==> src/design/recoveryPkg.sv <==
/* Active-list pointer and flush-range definitions for selective recovery.
   Compile before any package or module that tags operations with a pointer. */
package recoveryPkg;

    // 64-entry active list
    typedef logic [5:0] activeListPtr;

    typedef struct packed {
        logic         active;
        logic         flushAll;
        activeListPtr headPtr;
        activeListPtr tailPtr;
    } flushRange;

    // Circular interval from head up to but not including tail
    function automatic logic inFlushRange(input flushRange range, input activeListPtr ptr);
        logic hit;
        if (!range.active) begin
            hit = 1'b0;
        end
        else if (range.flushAll) begin
            hit = 1'b1;
        end
        else if (range.headPtr < range.tailPtr) begin
            hit = (ptr >= range.headPtr) && (ptr < range.tailPtr);
        end
        else if (range.headPtr > range.tailPtr) begin
            // Range wraps past the top of the pointer space
            hit = (ptr >= range.headPtr) || (ptr < range.tailPtr);
        end
        else begin
            hit = 1'b0;
        end
        return hit;
    endfunction

endpackage

==> src/design/complexOpPkg.sv <==
/* Operation encodings and the entry and result records of the complex execution stage.
   Imported by the stage and its multiplier and divider units. */
package complexOpPkg;

    typedef enum logic [1:0] {
        opMul = 2'd0,
        opDiv = 2'd1
    } complexOpType;

    // Signedness of the operands for the upper product
    typedef enum logic [1:0] {
        mulSignedSigned     = 2'd0,
        mulSignedUnsigned   = 2'd1,
        mulUnsignedUnsigned = 2'd2
    } mulCodeType;

    typedef enum logic [1:0] {
        div  = 2'd0,
        divu = 2'd1,
        rem  = 2'd2,
        remu = 2'd3
    } divCodeType;

    typedef struct packed {
        logic       getUpper;
        mulCodeType mulCode;
        logic       pad;
    } mulInfo;

    typedef struct packed {
        divCodeType divCode;
        logic [1:0] pad;
    } divInfo;

    // Same 4-bit word, read according to the operation type
    typedef union packed {
        mulInfo asMul;
        divInfo asDiv;
    } complexOpInfo;

    typedef struct packed {
        logic        ready;
        logic [31:0] data;
    } operandType;

    typedef struct packed {
        logic                      valid;
        logic                      replay;
        complexOpType              opType;
        complexOpInfo              opInfo;
        recoveryPkg::activeListPtr activeListPtr;
        operandType                operandA;
        operandType                operandB;
    } complexEntry;

    typedef struct packed {
        logic                      valid;
        logic                      dataValid;
        logic [31:0]               data;
        recoveryPkg::activeListPtr activeListPtr;
    } execResult;

endpackage

==> src/design/complexExecStage.sv <==
/* Complex integer execution stage for a single issue lane: multiplies run through
   the local pipeline, divides go through the shared divider with a replay pass. */
`timescale 1ns/1ps

module complexExecStage #(
    parameter int execDepth = 3,
    parameter int divCycles = 32
) (
    input  logic                     clk,
    input  logic                     arstN,
    input  logic                     stall,
    input  logic                     clear,
    input  complexOpPkg::complexEntry issue,
    input  recoveryPkg::flushRange   flushReq,
    output complexOpPkg::execResult  result,
    output logic                     replayValid,
    output complexOpPkg::complexEntry replayEntry,
    output logic                     divBusy,
    output logic                     divFinished
);
    import complexOpPkg::*;
    import recoveryPkg::*;

    localparam int lastStage = execDepth - 2;

    if (execDepth < 2) begin : depthCheck
        $error("execDepth must be at least 2");
    end

    typedef struct packed {
        logic        valid;
        logic        ready;
        complexEntry entry;
    } localStage;

    complexEntry                entryReg;
    localStage [lastStage:0]    stages;
    localStage [lastStage:0]    nextStages;
    localStage                  lastEntry;

    logic                 entryFlush;
    logic [lastStage:0]   stageFlush;
    logic                 entryIsDiv;
    logic                 operandsReady;
    logic                 entryReady;
    mulInfo               entryMul;
    divInfo               entryDiv;

    logic                 divReq;
    logic                 divReset;
    logic                 divRelease;
    logic                 ownerValid;
    activeListPtr         ownerPtr;
    logic [31:0]          product;
    logic [31:0]          quotientOut;

    // Flush hits for the entry register and every local stage
    always_comb begin
        entryFlush = inFlushRange(flushReq, entryReg.activeListPtr);
        for (int j = 0; j <= lastStage; j++) begin
            stageFlush[j] = inFlushRange(flushReq, stages[j].entry.activeListPtr);
        end
    end

    always_comb begin
        entryIsDiv = (entryReg.opType == opDiv);
        entryMul = entryReg.opInfo.asMul;
        entryDiv = entryReg.opInfo.asDiv;
        operandsReady = entryReg.operandA.ready && entryReg.operandB.ready;

        // A divide has data only on its replayed pass with the result waiting
        entryReady = entryIsDiv ? (entryReg.replay && divFinished) : operandsReady;

        divReq = entryReg.valid && entryIsDiv && !entryReg.replay && operandsReady &&
                 !ownerValid && !entryFlush && !stall && !clear;

        divReset = clear ||
                   (ownerValid && inFlushRange(flushReq, ownerPtr)) ||
                   (entryReg.valid && entryIsDiv && entryFlush);

        nextStages[0].valid = entryReg.valid && !entryFlush;
        nextStages[0].ready = entryReady;
        nextStages[0].entry = entryReg;
        for (int j = 1; j <= lastStage; j++) begin
            nextStages[j] = stages[j-1];
            nextStages[j].valid = stages[j-1].valid && !stageFlush[j-1];
        end
    end

    always_ff @(posedge clk or negedge arstN) begin
        if (!arstN) begin
            entryReg <= '0;
            stages <= '0;
        end
        else if (clear) begin
            entryReg.valid <= 1'b0;
            for (int j = 0; j <= lastStage; j++) begin
                stages[j].valid <= 1'b0;
            end
        end
        else if (!stall) begin
            entryReg <= issue;
            stages <= nextStages;
        end
        else begin
            // Frozen, but flushed operations still drop out
            entryReg.valid <= entryReg.valid && !entryFlush;
            for (int j = 0; j <= lastStage; j++) begin
                stages[j].valid <= stages[j].valid && !stageFlush[j];
            end
        end
    end

    // Pointer of the divide that owns the divider
    always_ff @(posedge clk or negedge arstN) begin
        if (!arstN) begin
            ownerValid <= 1'b0;
            ownerPtr <= '0;
        end
        else if (divReset) begin
            ownerValid <= 1'b0;
        end
        else if (divReq) begin
            ownerValid <= 1'b1;
            ownerPtr <= entryReg.activeListPtr;
        end
        else if (divRelease) begin
            ownerValid <= 1'b0;
        end
    end

    pipelinedMultiplier #(
        .execDepth(execDepth)
    ) mulUnit (
        .clk(clk),
        .arstN(arstN),
        .enable(!stall),
        .operandA(entryReg.operandA.data),
        .operandB(entryReg.operandB.data),
        .info(entryMul),
        .product(product)
    );

    iterativeDivider #(
        .divCycles(divCycles)
    ) divUnit (
        .clk(clk),
        .arstN(arstN),
        .enable(!stall),
        .divReq(divReq),
        .divReset(divReset),
        .divRelease(divRelease),
        .dividend(entryReg.operandA.data),
        .divisor(entryReg.operandB.data),
        .code(entryDiv.divCode),
        .busy(divBusy),
        .finished(divFinished),
        .quotientOut(quotientOut)
    );

    // Unready operations leave from the first local stage
    always_comb begin
        replayValid = !stall && !clear && stages[0].valid && !stageFlush[0] &&
                      !stages[0].ready;
        replayEntry = stages[0].entry;
    end

    always_comb begin
        lastEntry = stages[lastStage];
        result.valid = !stall && !clear && lastEntry.valid && !stageFlush[lastStage];
        result.dataValid = lastEntry.ready;
        result.data = (lastEntry.entry.opType == opDiv) ? quotientOut : product;
        result.activeListPtr = lastEntry.entry.activeListPtr;

        // Divide that collected its result frees the divider on the way out
        divRelease = result.valid && result.dataValid && (lastEntry.entry.opType == opDiv);
    end

    // Reservation held here must agree with the divider's own state
    noRequestWhileBusy: assert property (
        @(posedge clk) disable iff (!arstN)
        divReq |-> !divBusy && !divFinished
    );

endmodule

==> src/design/iterativeDivider.sv <==
/* Radix-2 restoring divider reserved by one divide at a time.
   Holds its result in the finished state until released or reset by the stage. */
`timescale 1ns/1ps

module iterativeDivider #(
    parameter int divCycles = 32
) (
    input  logic                     clk,
    input  logic                     arstN,
    input  logic                     enable,
    input  logic                     divReq,
    input  logic                     divReset,
    input  logic                     divRelease,
    input  logic [31:0]              dividend,
    input  logic [31:0]              divisor,
    input  complexOpPkg::divCodeType code,
    output logic                     busy,
    output logic                     finished,
    output logic [31:0]              quotientOut
);
    import complexOpPkg::*;

    localparam int countWidth = $clog2(divCycles + 1);

    typedef enum logic [1:0] {
        stFree     = 2'd0,
        stBusy     = 2'd1,
        stFinished = 2'd2
    } divState;

    divState               state;
    logic [countWidth-1:0] iterCount;

    logic [31:0] quotReg;
    logic [31:0] remReg;
    logic [31:0] divisorReg;
    logic        wantRem;
    logic        negQuot;
    logic        negRem;

    logic        signedCode;
    logic        signA;
    logic        signB;
    logic [31:0] magA;
    logic [31:0] magB;
    logic [32:0] partial;
    logic [33:0] diff;

    always_comb begin
        signedCode = (code == div) || (code == rem);
        signA = signedCode & dividend[31];
        signB = signedCode & divisor[31];
        magA = signA ? -dividend : dividend;
        magB = signB ? -divisor : divisor;

        // Shift in the next dividend bit and try the subtraction
        partial = {remReg, quotReg[31]};
        diff = {1'b0, partial} - {2'b00, divisorReg};
    end

    always_ff @(posedge clk or negedge arstN) begin
        if (!arstN) begin
            state <= stFree;
            iterCount <= '0;
        end
        else if (divReset) begin
            state <= stFree;
        end
        else if (enable) begin
            case (state)
                stFree: begin
                    if (divReq) begin
                        state <= stBusy;
                        iterCount <= countWidth'(divCycles);
                    end
                end
                stBusy: begin
                    iterCount <= iterCount - 1'b1;
                    if (iterCount == countWidth'(1)) begin
                        state <= stFinished;
                    end
                end
                stFinished: begin
                    if (divRelease) begin
                        state <= stFree;
                    end
                end
                default: state <= stFree;
            endcase
        end
    end

    always_ff @(posedge clk) begin
        if (enable && state == stFree && divReq) begin
            quotReg <= magA;
            remReg <= '0;
            divisorReg <= magB;
            wantRem <= (code == rem) || (code == remu);
            // A zero divisor keeps the all-ones quotient unsigned
            negQuot <= (signA ^ signB) && (divisor != '0);
            negRem <= signA;
        end
        else if (enable && state == stBusy) begin
            quotReg <= {quotReg[30:0], ~diff[33]};
            remReg <= diff[33] ? partial[31:0] : diff[31:0];
        end
    end

    // Signed overflow falls out of the magnitude loop as dividend and zero
    always_comb begin
        if (wantRem) begin
            quotientOut = negRem ? -remReg : remReg;
        end
        else begin
            quotientOut = negQuot ? -quotReg : quotReg;
        end
    end

    assign busy = (state == stBusy);
    assign finished = (state == stFinished);

    // Only a divide that collected its result may free the unit
    releaseOnlyWhenFinished: assert property (
        @(posedge clk) disable iff (!arstN)
        divRelease |-> state == stFinished
    );

endmodule

==> src/design/pipelinedMultiplier.sv <==
/* 32-bit multiplier returning the lower or upper product, pipelined to match the
   local stages of the complex execution stage. */
`timescale 1ns/1ps

module pipelinedMultiplier #(
    parameter int execDepth = 3
) (
    input  logic                 clk,
    input  logic                 arstN,
    input  logic                 enable,
    input  logic [31:0]          operandA,
    input  logic [31:0]          operandB,
    input  complexOpPkg::mulInfo info,
    output logic [31:0]          product
);
    import complexOpPkg::*;

    // First stage is the combinational multiply beside the entry register
    localparam int regCount = execDepth - 1;

    logic                     signA;
    logic                     signB;
    logic signed [32:0]       extA;
    logic signed [32:0]       extB;
    logic signed [65:0]       fullProduct;
    logic [31:0]              selected;
    logic [regCount-1:0][31:0] stageProduct;

    always_comb begin
        case (info.mulCode)
            mulSignedSigned: begin
                signA = 1'b1;
                signB = 1'b1;
            end
            mulSignedUnsigned: begin
                signA = 1'b1;
                signB = 1'b0;
            end
            default: begin
                signA = 1'b0;
                signB = 1'b0;
            end
        endcase

        // One extra bit per operand covers both signed and unsigned ranges
        extA = $signed({signA & operandA[31], operandA});
        extB = $signed({signB & operandB[31], operandB});
        fullProduct = extA * extB;

        selected = info.getUpper ? fullProduct[63:32] : fullProduct[31:0];
    end

    // One product per stage, several multiplies may be in flight
    always_ff @(posedge clk or negedge arstN) begin
        if (!arstN) begin
            stageProduct <= '0;
        end
        else if (enable) begin
            stageProduct[0] <= selected;
            for (int j = 1; j < regCount; j++) begin
                stageProduct[j] <= stageProduct[j-1];
            end
        end
    end

    assign product = stageProduct[regCount-1];

endmodule

==> config.mk <==
export PLATFORM = sky130hd
export DESIGN_NAME = complexExecStage
export DESIGN_NICKNAME = d
export VERILOG_FILES = /design/src/design/recoveryPkg.sv /design/src/design/complexOpPkg.sv /design/src/design/complexExecStage.sv /design/src/design/iterativeDivider.sv /design/src/design/pipelinedMultiplier.sv
export SDC_FILE = /design/constraint.sdc
export NUM_CORES = 2
export LEC_CHECK = 0
export ABC_AREA = 1
export BUFFER_PORTS_ARGS = -buffer_cell sky130_fd_sc_hd__buf_2
export CORE_UTILIZATION = 65
export CTS_BUF_LIST = sky130_fd_sc_hd__clkbuf_2 sky130_fd_sc_hd__clkbuf_4 sky130_fd_sc_hd__clkbuf_8
export CTS_CLUSTER_DIAMETER = 150
export DETAILED_ROUTE_END_ITERATION = 10
export PLACE_DENSITY = 0.83
export SLEW_MARGIN = 40
export SYNTH_ARGS = -nofsm -noshare
export SYNTH_HDL_FRONTEND = slang
export SYNTH_SLANG_ARGS = --single-unit
==> constraint.sdc <==
create_clock -name clk -period 22.5 [get_ports clk]
set_input_delay 5.625 -clock clk [delete_from_list [all_inputs] [get_ports clk]]
set_output_delay 5.625 -clock clk [all_outputs]
set_load 0.02 [all_outputs]
==> Word-level counts from Yosys, hierarchy flattened <==
Cells that the tools add are included.
{ "word_totals": {"inputBits": 98, "register_bits": 350, "out_inout_bits": 123} }
{ "classes": {"order_cmp": 10, "mul": 1, "addsub": 6, "n_mux": 46, "n_eq_ne": 13, "reduce_logical": 58, "n_bitwise": 9} }
{ "ops": {"columns": ["op", "n"], "rows": [
  ["$mux 32", 10],
  ["$neg 32->32", 4],
  ["$mul 33x33->64", 1],
  ["$sub 33x32->34", 1],
  ["$reduce_bool 32->1", 1],
  ["$logic_and 1x1->1", 30],
  ["$lt 6x6->1", 5],
  ["$mux 1", 28],
  ["$ge 6x6->1", 4],
  ["$pmux 6 s2", 1],
  ["$mux 2", 5],
  ["$eq 2x1->1 const B", 4],
  ["$logic_not 1->1", 8],
  ["$logic_or 1x1->1", 8],
  ["$reduce_and 4->1", 2],
  ["$eq 2x2->1 const B", 3],
  ["$eq 6x1->1 const B", 1],
  ["$gt 6x6->1", 1],
  ["$logic_not 2->1", 3],
  ["$mux 6", 1],
  ["$ne 3x1->1 const B", 2],
  ["$pmux 2 s3", 1],
  ["$sub 6x1->6 const B", 1],
  ["$and 1x1->1", 4],
  ["other kinds (8)", 14]
]} }

==> Logic depth before layout (Yosys ltp) <==
{ "logic_depth": {"ltp_word": 14, "depth_mapped": 35} }

==> Modules after synthesis <==
From an unflattened synthesis, not the netlist that was laid out.
{ "hier_totals": {"cells_unflattened": 8298, "hier_area_um2": 62481.2} }
{ "modules_own_cells": {"columns": ["mod", "seq_area_each_um2", "cells_per_inst", "area_per_inst_um2", "instances"], "rows": [
  ["pipelinedMultiplier", 1601.5, 5358, 42489.5, 1],
  ["iterativeDivider", 2852.7, 1774, 10770.3, 1],
  ["complexExecStage", 4479.3, 1166, 9221.3, 1]
]} }

==> Worst setup path after synthesis <==
No wires, ideal clock.
{ "synth_timing": {"path_type": "in2out", "from": "input flushReq[5] in the netlist's numbering", "to": "output replayValid", "path_stages": 10, "slack_ns": 9.729, "n_path_buf": 0, "arrival_ns": 7.146, "required_time_ns": 16.875, "cell_sequence": "inv_1 ha_1 nand2_1 o21a_1 and2_1 o21ai_0 o21ai_0 o21ai_0 nand3_1 nor2_1"} }
{ "synth_between": {"elab_chain_len": 9} }
{ "synth_lines": {"columns": ["item", "line_no", "text"], "rows": [
  ["from (decl)", "complexExecStage.sv:14", "input recoveryPkg::flushRange flushReq,"],
  ["$lt 6x6->1", "recoveryPkg.sv:25, recoveryPkg.sv:29", null],
  ["$logic_or 1x1->1", "recoveryPkg.sv:29", "hit = (ptr >= range.headPtr) || (ptr < range.tailPtr);"],
  ["$mux 1", "recoveryPkg.sv:27", "else if (range.headPtr > range.tailPtr) begin"],
  ["$mux 1 *", "recoveryPkg.sv:24", "else if (range.headPtr < range.tailPtr) begin"],
  ["$mux 1 *", "recoveryPkg.sv:21", "else if (range.flushAll) begin"],
  ["$mux 1 *", "recoveryPkg.sv:18", "if (!range.active) begin"],
  ["$logic_not 1->1 *", "complexExecStage.sv:163", "replayValid = !stall && !clear && stages[0].valid && !stageFlush[0] &&"],
  ["$logic_and 1x1->1 * (2 in a row)", "complexExecStage.sv:163", null],
  ["to (decl)", "complexExecStage.sv:16", "output logic replayValid,"]
]} }
Mark *: on every way between the ends. The rest lies on a longest branch, timed or not.

==> Worst setup path in the final report <==
{ "layout_timing": {"from": "input flushReq[7] in the netlist's numbering", "to": "output replayValid"} }
{ "layout_between": {"elab_chain_len": 9} }
{ "layout_lines": {"columns": ["item", "line_no"], "rows": [
  ["$ge 6x6->1", "recoveryPkg.sv:25, recoveryPkg.sv:29"],
  ["$logic_or 1x1->1", "recoveryPkg.sv:29"],
  ["$mux 1", "recoveryPkg.sv:27"],
  ["$mux 1 *", "recoveryPkg.sv:24"],
  ["$mux 1 *", "recoveryPkg.sv:21"],
  ["$mux 1 *", "recoveryPkg.sv:18"],
  ["$logic_not 1->1 *", "complexExecStage.sv:163"],
  ["$logic_and 1x1->1 * (2 in a row)", "complexExecStage.sv:163"]
]} }
Marks and branches as above.

==> impl_summary.txt <==
----------------------------------------------------
[Outcome]
  Status ... finished, final reports clean

[Placement]
  Dpl cell area ... 62200 um^2
  Weighted congestion reported at the end of routability-driven placement ... 1.04
  Buffers added on ports ... 220
  Placed insts ... 8952
  DP Wirelength ... 164000 um

[Clocking]
  Number of hold buffers added after cts ... 0
  Clock net sink count ... 350
  CTS tree ... done
  H-tree lvl count ... 2
  Setup Buffers After CTS ... 0
  Clk buf depth ... 3
  Clock-pin slew on the worst setup and hold paths ... 0.07 ns
  Cts bufs inserted ... 57
  # resized after CTS ... 0
  Root buffer cell ... sky130_fd_sc_hd__clkbuf_8
  Clock Latency Late Sink ... 0.72 ns

[Drt]
  Average wire per cell in the routed design ... 23.7 um
  Router iterations before antenna repair ... 9
  Initial DRC Count ... 6768
  Number of vias in the routed layout ... 53829
  Remaining number of nets flagged by the antenna check after routing ... 0
  Detailed-route vias per instance ... 5.94
  Total wire length after detailed routing ... 215000 um
  DRC violations left ... 0

[Setup path]
  Endpoint class of the critical path ... output port
  Peak fanout along the critical path ... 4
  Classification of the worst setup path ... in -> out
  Cell depth of the worst flop-to-flop path ... 31
  Required time worst endpoint ... 16.88 ns
  CP arrival ... 7.74 ns
  Crit path cell chain ... buf_2 -> inv_1 -> ha_1 -> inv_1 -> nor2_1 -> o211ai_1 -> o2111ai_1 -> o21ai_0 -> o21ai_0 -> o21ai_0 -> nand3_1 -> nor2_1 -> buf_2
  Library cell contributing the largest single delay on the critical path ... sky130_fd_sc_hd__o21ai_0
  Critical path launch point type ... input pin
  Origin of the worst setup path ... flushReq[7]
  FF-to-FF End ... mulUnit.stageProduct[9]
  Stage delay of the slowest cell on the critical path ... 0.31 ns
  Reg-to-reg slack, setup ... 12.94 ns
  Crit path top cell by count ... sky130_fd_sc_hd__o21ai_0
  Reg-to-reg critical path startpoint ... entryReg[31]

[STA]
  Maximum clock skew at final layout ... 0.0365 ns
  Slew headroom ... 39.2%
  Slew at the pin with the worst max-slew slack ... 0.906 ns
  Highest clock rate ... 0.0748 GHz
  Number of max-slew violations in the final report ... 0
  Final TNS setup ... 0 ns
  Final Hold Fails ... 0
  Setup repair after global routing missed its margin ... false
  Minimum clock period after layout ... 13.37 ns
  Fraction of the cycle the final worst path needs ... 59.4%
  Final setup violation count ... 0

[Global routing]
  Global route total overflow ... 0
  Most used routing layer in global routing ... met2
  Antenna violations before repair ... 6
  All-Layer GR Usage ... 47.2%
  Via count of the first global-routing pass ... 56581
  Global-route met3 utilization ... 15.1%
  Global routing usage on met2 ... 71.5%
  Maximum number of pins on one net before global-route repair ... 110
  Met1 usage ... 57.3%
  Wire length of the first global-routing pass ... 332000 um

[Die]
  Effective utilization at floorplan ... 66.1%
  Rows ... 111
  Core area ... 92200 um^2
  Die area ... 95000 um^2
  Total I/O pin count ... 221
  Die boundary height ... 308 um
  Horizontal extent of the die ... 308 um

[Yosys]
  EDFF count, synth ... 67
  Proportion of netlist area held by the largest area contributor ... 37.0%
  Number of synthesis warnings ... 0
  Gate Count Post-Synth ... 7857
  Summed instance area of the synthesized netlist ... 60900 um^2
  Synth area leader ... sky130_fd_sc_hd__fa_1
  Post-Synthesis Mean Instance Area ... 7.75 um^2
  Async SR Flop Fraction ... 71.7%
  Synthesized net count ... 9381
  Synth Register Bits ... 350
  Most common cell in the synthesized netlist ... sky130_fd_sc_hd__nand2_1
  Top cells by area, synth ... sky130_fd_sc_hd__fa_1, sky130_fd_sc_hd__nand2_1, sky130_fd_sc_hd__inv_1
  Post-synth top flop ... sky130_fd_sc_hd__dfrtp_1
  Leading cell types by count after synthesis ... sky130_fd_sc_hd__nand2_1, sky130_fd_sc_hd__inv_1, sky130_fd_sc_hd__fa_1
  Unique masters post-synth ... 55
  Sequential element share of the synthesized area ... 14.7%

[Layout]
  Synthesis-to-finish area growth ... 4.37%
  Sequential standard cell area ... 8950 um^2
  Number of nets in the final layout ... 9295
  Number of fillers in the final layout ... 7459
  Final non-filler cell total ... 9067
  Area taken by multi-input logic gates ... 42900 um^2
  Proportion of layout cells with a drive suffix above 1 ... 6.11%
  Design area ... 63600 um^2

[Min path]
  End of the worst hold path ... mulUnit.product[27]
  Worst min path class ... reg -> reg
  Startpoint of the most critical hold path ... mulUnit.stageProduct[27]
  Worst Hold Depth ... 2

[Job]
  Maxcap violations ... 0

----------------------------------------------------
==> per-layer routing <==
| metal | part of all wire, % | up-vias |
|---|---|---|
| li1 | - | 22908 |
| met5 | 0.040 | - |
| met2 | 44 | 3974 |
| met1 | 34 | 25855 |
| met3 | 14 | 1088 |
| met4 | 8.6 | 4 |
==> state kept, by name (all words and copies together), names as in the netlist, 4 cells and up <==
register,flops
replayEntry,80
entryReg,76
divUnit.divisorReg,32
divUnit.quotReg,32
divUnit.remReg,32
mulUnit.product,32
mulUnit.stageProduct,32
result,7
divUnit.iterCount,6
ownerPtr,6
entryDiv,4
==> metrics by stage <==
step | hold WS (ns) | setup slack, ns | utilization [%]
2_1_floorplan | 0.420 | 9.73 | -
3_3_place_gp | 0.450 | 9.11 | 67.4
3_5_place_dp | 0.457 | 9.07 | 67.4
4_1_cts | 0.465 | 9.07 | 68.9
5_1_grt | 0.495 | 8.94 | 69.0
6_report | 0.461 | 9.13 | 69.0
==> cell families after synthesis <==
logic type                 Yosys count  synth area share [%]
DFF                                350                  14.7
buffers and inverters             2314                  14.9
adders and majority gates         1426                  43.2
AOI/OAI and AO/OA                  784                  6.90
and+or+nand+nor                   2885                  19.0
xor gates and xnor gates            98                  1.41
==> worst max-delay path by stage <==
stage                             end  cells after the start
final                     replayValid                     13
after global routing      replayValid                     13
after CTS                  result[39]                      7
after detailed placement   result[39]                      7
after global placement     result[39]                      7
after floorplan           replayValid                     10
==> worst max-delay path: cells and delay by family <==
family	cells	cell delay [ns]
AO/OA/AOI/OAI	5	0.96
buffers and inverters	4	0.52
AND/OR/NAND/NOR	3	0.33
adder cells (fa/ha/maj)	1	0.28
==> area by class of cell <==
cell class	instances	area share [%]
timing repair buffer	308	2.89
multi-input combinational	5193	67.5
clock inverter	19	0.342
sequential	350	14.1
tap	1243	2.45
inverter	1861	11.0
clock buffer	88	1.74
antenna	5	0.0197
==> cell usage in the layout (no fill, tap or decap), types with 67 or more instances in the layout <==
cell                       count
sky130_fd_sc_hd__nor2_1      438
sky130_fd_sc_hd__nand2_1    2072
sky130_fd_sc_hd__inv_1      1845
sky130_fd_sc_hd__clkbuf_8     71
sky130_fd_sc_hd__buf_4        81
sky130_fd_sc_hd__xor2_1       82
sky130_fd_sc_hd__ha_1        300
sky130_fd_sc_hd__nand3_1     218
sky130_fd_sc_hd__dfrtp_1     245
sky130_fd_sc_hd__a21oi_1     226
sky130_fd_sc_hd__edfxtp_1     67
sky130_fd_sc_hd__o21ai_0     408
sky130_fd_sc_hd__buf_2       219
sky130_fd_sc_hd__fa_1       1126
Power is left out: the tool's default activity adds up to more than one toggle a clock period on the data nets, which glitch-free logic cannot reach.
